### src/verilog/trace_cfg_pkg.sv
/*
  Sizing constants for the pipeline trace unit.
  Shared by the dispatcher, the tracking slots and the drain.
*/
package trace_cfg_pkg;

  //////////////////////////////
  // Slot array sizing
  //////////////////////////////
  // Number of in-flight instructions that can be tracked at once
  localparam int NUM_SLOTS = 8;

  // Slot index, wide enough for NUM_SLOTS entries
  localparam int SLOT_IDX_W = $clog2(NUM_SLOTS);
  typedef logic [SLOT_IDX_W-1:0] slot_idx_t;

  //////////////////////////////
  // Output flow control
  //////////////////////////////
  // Credits held by the drain right after reset
  localparam int TRACE_CREDITS = 4;
  // Credit counter must also hold the full count
  localparam int CREDIT_W = $clog2(TRACE_CREDITS + 1);

  //////////////////////////////
  // Counter widths
  //////////////////////////////
  localparam int CYCLE_W = 16;  // free running cycle counter and stamps
  localparam int STALL_W = 4;   // per stage stall counters, saturating
  localparam int DROP_W  = 16;  // untraced instruction counter

endpackage

### src/verilog/rv_trace_pkg.sv
/*
  RISC-V instruction views and trace record types.
  The union gives R-type and I-type views of one instruction word,
  the structs carry fetch events in and finished trace records out.
*/
package rv_trace_pkg;

  //////////////////////////////
  // Major opcodes of interest
  //////////////////////////////
  localparam logic [6:0] OPC_REG  = 7'b0110011;  // register-register ALU
  localparam logic [6:0] OPC_IMM  = 7'b0010011;  // register-immediate ALU
  localparam logic [6:0] OPC_LOAD = 7'b0000011;  // loads, also I-format

  //////////////////////////////
  // Instruction word views
  //////////////////////////////
  // R-type layout
  typedef struct packed {
    logic [6:0] funct7;
    logic [4:0] rs2;
    logic [4:0] rs1;
    logic [2:0] funct3;
    logic [4:0] rd;
    logic [6:0] opcode;
  } rv_r_t;

  // I-type layout, imm12 takes the funct7 and rs2 bits
  typedef struct packed {
    logic [11:0] imm12;
    logic [4:0]  rs1;
    logic [2:0]  funct3;
    logic [4:0]  rd;
    logic [6:0]  opcode;
  } rv_i_t;

  // Same 32 bits, decoded either way
  typedef union packed {
    rv_r_t r;
    rv_i_t i;
  } rv_instr_u;

  //////////////////////////////
  // Enums
  //////////////////////////////
  typedef enum logic [1:0] {
    CLS_REG,
    CLS_IMM,
    CLS_OTHER
  } instr_class_t;

  // Where a tracked instruction currently sits
  typedef enum logic [2:0] {
    ST_IDLE,
    ST_FETCH,
    ST_DECODE,
    ST_EXECUTE,
    ST_MEMORY,
    ST_WRITEBACK,
    ST_DONE
  } stage_t;

  //////////////////////////////
  // Fetch event and trace record
  //////////////////////////////
  typedef struct packed {
    logic [31:0] pc;
    rv_instr_u   instr;
  } fetch_evt_t;

  typedef struct packed {
    logic [31:0]                          pc;
    rv_instr_u                            instr;
    instr_class_t                         cls;
    logic [4:0]                           rd;
    logic [4:0]                           rs1;
    logic [31:0]                          operand;  // rs2 or sign-extended imm12
    logic [trace_cfg_pkg::CYCLE_W-1:0]    fetch_cycle;
    logic [trace_cfg_pkg::CYCLE_W-1:0]    retire_cycle;
    logic [trace_cfg_pkg::STALL_W-1:0]    fetch_stalls;
    logic [trace_cfg_pkg::STALL_W-1:0]    decode_stalls;
  } trace_rec_t;

endpackage

### src/verilog/trace_dispatch.sv
/*
  Front end of the trace unit.
  Runs the cycle counter, decodes each fetched word into a partial
  trace record and hands it to the next slot in round-robin order.
  Fetches that find that slot busy are counted as drops.
*/
`timescale 1ns/10ps

module trace_dispatch (
  input  logic                                 clk,
  input  logic                                 rst_n,
  input  logic                                 fetch_valid,
  input  rv_trace_pkg::fetch_evt_t             fetch_evt,
  input  logic [trace_cfg_pkg::NUM_SLOTS-1:0]  slot_free,
  output logic [trace_cfg_pkg::NUM_SLOTS-1:0]  load,
  output rv_trace_pkg::trace_rec_t             load_rec,
  output logic [trace_cfg_pkg::CYCLE_W-1:0]    cycle,
  output logic [trace_cfg_pkg::DROP_W-1:0]     drop_count
);

  import trace_cfg_pkg::*;
  import rv_trace_pkg::*;

  slot_idx_t alloc_ptr;
  logic      alloc_ok;
  rv_instr_u word;

  //////////////////////////////
  // Cycle counter
  //////////////////////////////
  // Zero after reset and one step per edge
  always_ff @(posedge clk, negedge rst_n) begin
    if (!rst_n)
      cycle <= '0;
    else
      cycle <= cycle + 1'b1;
  end

  //////////////////////////////
  // Field decode
  //////////////////////////////
  // Stamps and stall counts stay zero until the slot fills them
  always_comb begin
    word     = fetch_evt.instr;
    load_rec = '0;
    load_rec.pc    = fetch_evt.pc;
    load_rec.instr = word;
    // Register fields sit at the same bits in both views
    load_rec.rd    = word.r.rd;
    load_rec.rs1   = word.r.rs1;
    case (word.r.opcode)
      OPC_REG: begin
        load_rec.cls     = CLS_REG;
        // Second source register number zero-extended
        load_rec.operand = {27'd0, word.r.rs2};
      end
      OPC_IMM, OPC_LOAD: begin
        load_rec.cls     = CLS_IMM;
        load_rec.operand = {{20{word.i.imm12[11]}}, word.i.imm12};
      end
      default: begin
        load_rec.cls     = CLS_OTHER;
        load_rec.operand = '0;
      end
    endcase
  end

  //////////////////////////////
  // Slot allocation
  //////////////////////////////
  // Only the pointed slot is ever considered
  assign alloc_ok = fetch_valid && slot_free[alloc_ptr];

  // One-hot load strobe to the pointed slot
  always_comb begin
    load            = '0;
    load[alloc_ptr] = alloc_ok;
  end

  // Pointer moves only on a successful load and in the drain's order
  always_ff @(posedge clk, negedge rst_n) begin
    if (!rst_n)
      alloc_ptr <= '0;
    else if (alloc_ok) begin
      if (alloc_ptr == slot_idx_t'(NUM_SLOTS - 1))
        alloc_ptr <= '0;
      else
        alloc_ptr <= alloc_ptr + 1'b1;
    end
  end

  // Busy slot under the pointer means the fetch goes untraced
  always_ff @(posedge clk, negedge rst_n) begin
    if (!rst_n)
      drop_count <= '0;
    else if (fetch_valid && !slot_free[alloc_ptr])
      drop_count <= drop_count + 1'b1;
  end

endmodule

### src/verilog/trace_slot.sv
/*
  One tracking slot of the trace unit.
  Follows a single instruction from fetch to writeback, counting
  fetch and decode stalls, and holds the finished record until taken.
*/
`timescale 1ns/10ps

module trace_slot (
  input  logic                               clk,
  input  logic                               rst_n,
  input  logic                               load,
  input  rv_trace_pkg::trace_rec_t           load_rec,
  input  logic                               stall,
  input  logic [trace_cfg_pkg::CYCLE_W-1:0]  cycle,
  input  logic                               take,
  output logic                               free,
  output logic                               done,
  output rv_trace_pkg::trace_rec_t           rec
);

  import rv_trace_pkg::*;

  stage_t     state;
  stage_t     state_nxt;
  trace_rec_t rec_q;

  //////////////////////////////
  // Stage tracking FSM
  //////////////////////////////
  // Fetch and decode hold on stall, later stages always advance
  always_comb begin
    state_nxt = state;
    case (state)
      ST_IDLE:      if (load) state_nxt = ST_FETCH;
      ST_FETCH:     if (!stall) state_nxt = ST_DECODE;
      ST_DECODE:    if (!stall) state_nxt = ST_EXECUTE;
      ST_EXECUTE:   state_nxt = ST_MEMORY;
      ST_MEMORY:    state_nxt = ST_WRITEBACK;
      ST_WRITEBACK: state_nxt = ST_DONE;
      ST_DONE:      if (take) state_nxt = ST_IDLE;
      default:      state_nxt = ST_IDLE;
    endcase
  end

  always_ff @(posedge clk, negedge rst_n) begin
    if (!rst_n)
      state <= ST_IDLE;
    else
      state <= state_nxt;
  end

  //////////////////////////////
  // Record contents
  //////////////////////////////
  always_ff @(posedge clk) begin
    case (state)
      ST_IDLE: begin
        if (load) begin
          // Fresh record, fetch stamped with the current cycle
          rec_q               <= load_rec;
          rec_q.fetch_cycle   <= cycle;
          rec_q.retire_cycle  <= '0;
          rec_q.fetch_stalls  <= '0;
          rec_q.decode_stalls <= '0;
        end
      end
      ST_FETCH: begin
        // Saturate at all ones
        if (stall && rec_q.fetch_stalls != '1)
          rec_q.fetch_stalls <= rec_q.fetch_stalls + 1'b1;
      end
      ST_DECODE: begin
        if (stall && rec_q.decode_stalls != '1)
          rec_q.decode_stalls <= rec_q.decode_stalls + 1'b1;
      end
      ST_WRITEBACK: begin
        // Edge leaving writeback is the retire point
        rec_q.retire_cycle <= cycle;
      end
      default: begin
        rec_q <= rec_q;
      end
    endcase
  end

  //////////////////////////////
  // Status to dispatcher and drain
  //////////////////////////////
  assign free = (state == ST_IDLE);
  assign done = (state == ST_DONE);
  assign rec  = rec_q;

endmodule

### src/verilog/trace_drain.sv
/*
  Output stage of the trace unit.
  Walks the slots in allocation order and sends each finished record
  once, as long as the consumer has credit left.
*/
`timescale 1ns/10ps

module trace_drain (
  input  logic                                 clk,
  input  logic                                 rst_n,
  input  logic [trace_cfg_pkg::NUM_SLOTS-1:0]  slot_done,
  input  rv_trace_pkg::trace_rec_t             slot_recs [trace_cfg_pkg::NUM_SLOTS],
  input  logic                                 trace_credit,
  output logic [trace_cfg_pkg::NUM_SLOTS-1:0]  take,
  output logic                                 trace_valid,
  output rv_trace_pkg::trace_rec_t             trace_rec
);

  import trace_cfg_pkg::*;

  slot_idx_t           drain_ptr;
  logic [CREDIT_W-1:0] credit_cnt;
  logic                send;

  //////////////////////////////
  // Send decision
  //////////////////////////////
  // Program order kept by looking only at the pointed slot
  assign send = slot_done[drain_ptr] && (credit_cnt != '0);

  // Take frees the slot at the same edge the record is registered
  always_comb begin
    take            = '0;
    take[drain_ptr] = send;
  end

  always_ff @(posedge clk, negedge rst_n) begin
    if (!rst_n)
      drain_ptr <= '0;
    else if (send) begin
      if (drain_ptr == slot_idx_t'(NUM_SLOTS - 1))
        drain_ptr <= '0;
      else
        drain_ptr <= drain_ptr + 1'b1;
    end
  end

  //////////////////////////////
  // Credit counter
  //////////////////////////////
  // Return and spend in one cycle leave the count unchanged
  always_ff @(posedge clk, negedge rst_n) begin
    if (!rst_n)
      credit_cnt <= CREDIT_W'(TRACE_CREDITS);
    else begin
      case ({trace_credit, send})
        2'b10:   credit_cnt <= credit_cnt + 1'b1;
        2'b01:   credit_cnt <= credit_cnt - 1'b1;
        default: credit_cnt <= credit_cnt;
      endcase
    end
  end

  //////////////////////////////
  // Output register
  //////////////////////////////
  // Valid pulses for one cycle per record
  always_ff @(posedge clk, negedge rst_n) begin
    if (!rst_n)
      trace_valid <= 1'b0;
    else
      trace_valid <= send;
  end

  // Payload only loads on a send
  always_ff @(posedge clk) begin
    if (send)
      trace_rec <= slot_recs[drain_ptr];
  end

endmodule

### src/verilog/pipe_trace_top.sv
/*
  Top level of the pipeline trace unit.
  Takes fetch events and stall from the CPU and emits one trace
  record per retired instruction under credit flow control.
*/
`timescale 1ns/10ps

module pipe_trace_top (
  input  logic                              clk,
  input  logic                              rst_n,
  input  logic                              fetch_valid,
  input  rv_trace_pkg::fetch_evt_t          fetch_evt,
  input  logic                              stall,
  input  logic                              trace_credit,
  output logic                              trace_valid,
  output rv_trace_pkg::trace_rec_t          trace_rec,
  output logic [trace_cfg_pkg::DROP_W-1:0]  drop_count
);

  import trace_cfg_pkg::*;
  import rv_trace_pkg::*;

  // Dispatcher to slots
  logic [CYCLE_W-1:0]   cycle;
  logic [NUM_SLOTS-1:0] load;
  trace_rec_t           load_rec;

  // Slots to dispatcher and drain
  logic [NUM_SLOTS-1:0] slot_free;
  logic [NUM_SLOTS-1:0] slot_done;
  trace_rec_t           slot_recs [NUM_SLOTS];

  // Drain back to slots
  logic [NUM_SLOTS-1:0] take;

  //////////////////////////////
  // Dispatcher
  //////////////////////////////
  trace_dispatch u_dispatch (
    .clk        (clk),
    .rst_n      (rst_n),
    .fetch_valid(fetch_valid),
    .fetch_evt  (fetch_evt),
    .slot_free  (slot_free),
    .load       (load),
    .load_rec   (load_rec),
    .cycle      (cycle),
    .drop_count (drop_count)
  );

  //////////////////////////////
  // Tracking slots
  //////////////////////////////
  for (genvar s = 0; s < NUM_SLOTS; s++) begin : g_slot
    trace_slot u_slot (
      .clk     (clk),
      .rst_n   (rst_n),
      .load    (load[s]),
      .load_rec(load_rec),
      .stall   (stall),
      .cycle   (cycle),
      .take    (take[s]),
      .free    (slot_free[s]),
      .done    (slot_done[s]),
      .rec     (slot_recs[s])
    );
  end

  //////////////////////////////
  // Drain
  //////////////////////////////
  trace_drain u_drain (
    .clk         (clk),
    .rst_n       (rst_n),
    .slot_done   (slot_done),
    .slot_recs   (slot_recs),
    .trace_credit(trace_credit),
    .take        (take),
    .trace_valid (trace_valid),
    .trace_rec   (trace_rec)
  );

endmodule

### config.mk
export PLATFORM = sky130hd
export DESIGN_NAME = pipe_trace_top
export DESIGN_NICKNAME = d
export VERILOG_FILES = /design/src/verilog/trace_cfg_pkg.sv /design/src/verilog/rv_trace_pkg.sv /design/src/verilog/trace_dispatch.sv /design/src/verilog/trace_slot.sv /design/src/verilog/trace_drain.sv /design/src/verilog/pipe_trace_top.sv
export SDC_FILE = /design/constraint.sdc
export NUM_CORES = 1
export LEC_CHECK = 0
export BUFFER_PORTS_ARGS = -buffer_cell sky130_fd_sc_hd__buf_2
export CAP_MARGIN = 20
export CORE_MARGIN = 2
export CORE_UTILIZATION = 60
export DETAILED_ROUTE_END_ITERATION = 7
export GPL_TIMING_DRIVEN = 0
export PLACE_DENSITY = 0.78
export SYNTH_ARGS = -nofsm -noshare
export SYNTH_HDL_FRONTEND = slang
export SYNTH_HIERARCHICAL = 1
export SYNTH_SLANG_ARGS = --single-unit
### constraint.sdc
create_clock -name clk -period 6.3 [get_ports clk]
set_clock_uncertainty 0.1 [all_clocks]
set_input_delay 1.26 -clock clk [delete_from_list [all_inputs] [get_ports clk]]
set_output_delay 1.26 -clock clk [all_outputs]
set_load 0.01 [all_outputs]
==> results of run 1 <==
[area by class of cell]
type	count	share of cell area
Clock inverter	85	0.0123
Timing Repair Buffer	220	0.0262
Buffer	302	0.0304
Multi-Input combinational cell	1564	0.195
Antenna cell	3	0.000117
Sequential cell	1398	0.652
Clock buffer	166	0.0569
Tap cell	1254	0.0246
Inverter	36	0.00243
[report_power, final]
| part | switching (W) | leakage, nW | internal [W] | total (W) |
|---|---|---|---|---|
| logic | 0.00639 | 6.75 | 0.00305 | 0.00943 |
| clock network | 0.00349 | 2.14 | 0.00456 | 0.00805 |
| registers | 0.000367 | 13.2 | 0.0115 | 0.0118 |
[sequential cells by signal, indices dropped and copies added, names as in the netlist]
signal / flops
g_slot.u_slot/rec: 1184
g_slot.u_slot/state: 24
u_dispatch/alloc_ptr: 3
u_dispatch/cycle: 16
u_dispatch/drop_count: 16
u_drain/credit_cnt: 3
u_drain/drain_ptr: 3
u_drain/trace_rec: 148
u_drain/trace_valid: 1
[per-stage QoR]
stage          setup WS [ns]  cell area (µm²)  utilization  power [W]
3_3_place_gp           -2.81            58700        0.630     0.0208
5_1_grt                 1.40            63900        0.687     0.0300
3_5_place_dp            1.72            59400        0.638     0.0210
6_report                1.59            63900        0.687     0.0293
2_1_floorplan          0.488            56200            -     0.0172
4_1_cts                 1.67            63800        0.686     0.0290
[metal layers]
layer | up-vias | global-route usage | part of all wire
met4 | 16 | 0.175 | 0.057
met1 | 16800 | 0.438 | 0.34
li1 | 13800 | - | -
met2 | 2572 | 0.500 | 0.46
met3 | 507 | 0.0823 | 0.14
met5 | - | 0 | 0.00062
[cell usage in the layout (no fill, tap or decap), drive strengths merged, types with 20 or more instances in the layout]
master	instances
mux4	29
a21oi	54
clkinv	60
inv	44
o21ai	130
mux2i	66
mux2	233
edfxtp	1332
nand3	42
nor2	136
buf	456
xnor2	32
and2	115
dfrtp	65
ha	23
clkbuf	232
nor3	24
a22oi	136
and3	39
nand2	61
a221oi	205
xor2	20
[worst paths after layout]
kind                                            from                   endpoint  slack (ns)
setup / recovery           g_slot[2].u_slot/state[1]   g_slot[1].u_slot/rec[31]        1.59
hold / removal                                 rst_n   u_dispatch/drop_count[6]        0.25
setup reg to reg           g_slot[2].u_slot/state[1]   g_slot[1].u_slot/rec[31]        1.59
hold reg to reg            u_dispatch/drop_count[15]  u_dispatch/drop_count[15]        0.36
max in group asynchronous                      rst_n      u_drain/credit_cnt[2]        5.28
min in group clk           u_dispatch/drop_count[15]  u_dispatch/drop_count[15]        0.36
[worst max-delay path: stages (launching register included)]
cell	delay, ns
dfrtp_1	0.37
buf_2	0.17
buf_2	0.20
nor3_2	0.33
mux2_1	0.19
mux4_2	0.40
buf_6	0.20
nand3_1	0.19
nor3_1	0.61
and2_4	0.78
buf_16	0.32
buf_16	0.31
==> results.json, run 1 <==
{
  "vias_per_cell": 6.70,
  "dp.cells": 4770,
  "r2r_cells": 11,
  "clockBufferDepth": 3,
  "synthCells": 3300,
  "cts-root-buf": "clkbuf_16",
  "clock_sinks": 1398,
  "antenna_found_initial": 12,
  "p_leak_nw": 22.0,
  "period_share": 0.747,
  "cts_made_buffers": 139,
  "drt-initial-drc-count": 5007,
  "required_ns": 6.59,
  "drc": 0,
  "wl_per_cell_um": 31.3,
  "dp_hpwl_um": 97900,
  "postCtsHoldBufs": 0,
  "synth_area_um2": 56200,
  "avgSynthCellArea_um2": 17.0,
  "worstMarginPinSlew_ns": 1.21,
  "core_um2": 93000,
  "final_max_slew_viol_count": 0,
  "grt_pass1_vias": 32700,
  "finalSetupViolCount": 0,
  "grt_pass1_wl_um": 222000,
  "drt_first_pass_iters": 8,
  "row_count": 112,
  "numPortBuffers": 187,
  "flow.area_growth_from_synthesis_pct": 13.8,
  "drive_above_1_share": 0.250,
  "multi_input_area_um2": 12500,
  "crit_fanout": 48,
  "status": "finished, final reports clean",
  "grt.total_usage": 0.328,
  "vias": 33700,
  "fin_tns_setup_ns": 0,
  "ys_warn_count": 6,
  "vdd_drop_max_uv": 352,
  "final_antenna_net_count": 0,
  "syn_nets": 3393,
  "num-fill-cells": 5865,
  "grt_max_degree": 99,
  "clk_latency_ns": 0.75,
  "worst_ep_arrival_time_ns": 5.00,
  "start_util": 0.604,
  "place_congestion": 0.905,
  "register_area_um2": 41700,
  "hold_violations": 0,
  "cts-resized-gates": 0,
  "p_per_area_nw_per_um2": 459,
  "grt.overflow.total": 0,
  "finalCriticalPeriod_ns": 4.71,
  "timing.fmax_ghz": 0.212,
  "cp-start-kind": "register",
  "fin_cells": 5028,
  "end_kind": "register",
  "cts.clk_slew.worst_paths_ns": 0.06,
  "holdWs_ns": 0.254,
  "die_area_um2": 96100,
  "nNetsFinal": 3754,
  "max-cap-violations": 0,
  "fp.dieH_um": 310,
  "slew_headroom": 0.191,
  "ios": 234,
  "drt-total-wl_um": 157000,
  "hold_class": "primary input to async pin",
  "cts_tree": "done",
  "post_cts_buffers": 0,
  "die_w_um": 310,
  "rsz0062_at_grt": "false",
  "htree_levels": 4,
  "critical_path_class": "register to register"
}
Power figures use the tool's default switching activity.
==> inputs of run 2 (changes only) <==
Settings changed: CORE_UTILIZATION 60 to 56, PLACE_DENSITY 0.78 to 0.76.
Clock period 6.3 ns to 4.15 ns, I/O delays scaled along.
==> run 2 against run 1 <==
The run now ends with negative setup slack left. Non-clock buffer count rose by 14. Combinational power rose by 56%. Worst setup slack got worse by 1.6 ns. Critical path depth fell by 1. Core utilization fell by 4.2 points. Fmax rose by 13%. Clock power rose by 52%. Sequential cell count did not move. Critical endpoint is now g_slot[3].u_slot/rec[37].
==> results.json, run 2 (synthesized netlist as in run 1, its figures left out) <==
{
  "timing.fmax_ghz": 0.241,
  "final_antenna_net_count": 0,
  "largest_reg_flops": 1184,
  "crit_top_cell": "buf_2",
  "cts.clk_slew.worst_paths_ns": 0.06,
  "max-cap-violations": 0,
  "fin_area_um2": 64300,
  "period_share": 1.00,
  "grt.total_usage": 0.312,
  "reg2reg_to": "g_slot[3].u_slot/rec[37]",
  "critPathMaxStageDelay_ns": 0.65,
  "row_count": 116,
  "whs_endpoint": "g_slot[2].u_slot/rec[74]",
  "fp.dieH_um": 321,
  "holdCritStartpoint": "fetch_evt[17]",
  "placed_area_um2": 59500,
  "numPortBuffers": 187,
  "crit_fanout": 53,
  "clockBufferDepth": 3,
  "place_congestion": 0.878,
  "hold_class": "primary input to register",
  "final_common_cell": "edfxtp_1",
  "r2r_cells": 10,
  "vias": 34100,
  "end_kind": "register",
  "postLayoutCoreUtil": 0.645,
  "finalPower_w": 0.0449,
  "dp.cells": 4819,
  "fin_cells": 5098,
  "slew_headroom": 0.140,
  "die_w_um": 321,
  "p_leak_nw": 22.2,
  "grt.overflow.total": 0,
  "wl_per_cell_um": 31.8,
  "worstMarginPinSlew_ns": 1.29,
  "finalCriticalPeriod_ns": 4.15,
  "drive_above_1_share": 0.256,
  "dp_hpwl_um": 99400,
  "cts_tree": "done",
  "drc": 0,
  "r2r_setup_slack_ns": -0.005,
  "fin_ws_ns": -0.00496,
  "mostFrequentLayoutCells": "edfxtp_1 (1332), buf_2 (258), mux2_2 (227), a221oi_1 (203), clkbuf_16 (144)",
  "drt-initial-drc-count": 5197,
  "finalSetupViolCount": 1,
  "required_ns": 4.45,
  "p_per_area_nw_per_um2": 698,
  "grt_pass1_wl_um": 227000,
  "drt_first_pass_iters": 6,
  "grt_max_degree": 59,
  "drt-total-wl_um": 162000,
  "core_um2": 99700,
  "status": "finished, violations left",
  "flow.area_growth_from_synthesis_pct": 14.5,
  "die_area_um2": 103000,
  "nNetsFinal": 3774,
  "final_max_slew_viol_count": 0,
  "clock_sinks": 1398,
  "violations": "negative setup slack",
  "ios": 234,
  "cp-start-kind": "register",
  "timing.rr.start": "g_slot[2].u_slot/state[1]",
  "cts-root-buf": "clkbuf_16",
  "grt_pass1_vias": 32700,
  "worst_ep_arrival_time_ns": 4.45,
  "rsz0062_at_grt": "true",
  "critPathSlowestCell": "and2_4",
  "antenna_found_initial": 11,
  "min_delay_path_depth": 1,
  "path_cells": "buf_2 > buf_2 > nor3_2 > mux2_1 > mux4_2 > buf_6 > nand3_1 > nor2_1 > and2_4 > buf_16",
  "htree_levels": 4,
  "hold_violations": 0,
  "start_util": 0.563,
  "cts_made_buffers": 140,
  "vdd_drop_max_uv": 460,
  "vias_per_cell": 6.69,
  "clk_latency_ns": 0.76,
  "critical_path_class": "register to register"
}
==> run 2: report_power, final <==
part / switching (W) / internal, W / leakage, nW
sequential: 0.000567 / 0.0174 / 13.2
clock: 0.00534 / 0.00690 / 2.15
combinational: 0.00996 / 0.00470 / 6.88
==> run 2: layout make-up <==
| cell class | count | area (µm²) |
|---|---|---|
| Antenna cell | 7 | 17.5 |
| Buffer | 302 | 1980 |
| Clock buffer | 183 | 3810 |
| Clock inverter | 71 | 627 |
| Fill cell | 6627 | 35400 |
| Inverter | 36 | 191 |
| Multi-Input combinational cell | 1568 | 12600 |
| Sequential cell | 1398 | 41700 |
| Tap cell | 1298 | 1620 |
| Timing Repair Buffer | 234 | 1810 |
| Timing Repair inverter | 1 | 8.76 |
==> run 2: metrics by stage <==
stage / setup slack, ns / TNS [ns] / hold WS [ns]
2_1_floorplan: -0.731 / -174.82 / 0.377
3_3_place_gp: -3.87 / -2834.95 / 0.362
3_5_place_dp: -0.260 / -20.46 / 0.363
4_1_cts: 0.0476 / 0 / 0.176
5_1_grt: -0.0839 / -7.86 / 0.196
6_report: -0.00496 / -0.00496 / 0.206
==> run 2: per-layer routing <==
metal,routed length [µm],GRT usage,up-vias,share of wire
met1,57800,0.417,17200,0.36
met5,147,0,-,0.00091
li1,-,-,13900,-
met4,9010,0.155,18,0.056
met3,20700,0.0738,510,0.13
met2,74500,0.482,2553,0.46
==> run 2: how the worst max path moves through the flow <==
stage / endpoint / slack (ns) / startpoint
final: g_slot[3].u_slot/rec[37] / -0.005 / g_slot[2].u_slot/state[1]
after global routing: g_slot[3].u_slot/rec[37] / -0.08 / g_slot[3].u_slot/state[1]
after CTS: g_slot[7].u_slot/rec[52] / 0.05 / g_slot[0].u_slot/state[1]
after detailed placement: g_slot[4].u_slot/rec[111] / -0.26 / g_slot[2].u_slot/state[1]
after global placement: g_slot[7].u_slot/rec[87] / -3.87 / g_slot[2].u_slot/state[1]
after floorplan: u_drain/credit_cnt[1] / -0.73 / g_slot[1].u_slot/state[1]
==> run 2: critical path: cells and delay by family (launching register included) <==
kind                   cells  cell delay, ns
DFF                        1            0.37
and+or+nand+nor            4            1.69
muxes                      2            0.59
buffers and inverters      4            0.95
==> run 2: repair_timing <==
| action | in CTS | in global routing |
|---|---|---|
| resized for setup | 14 | 9 |
| setup endpoints to repair | 184 | 374 |
| pin swaps | 9 | 2 |
| gates cloned | 6 | 1 |
| setup buffers | 8 | 1 |
| hold endpoints to repair | 8 | 0 |
| hold buffers | 1 | 0 |
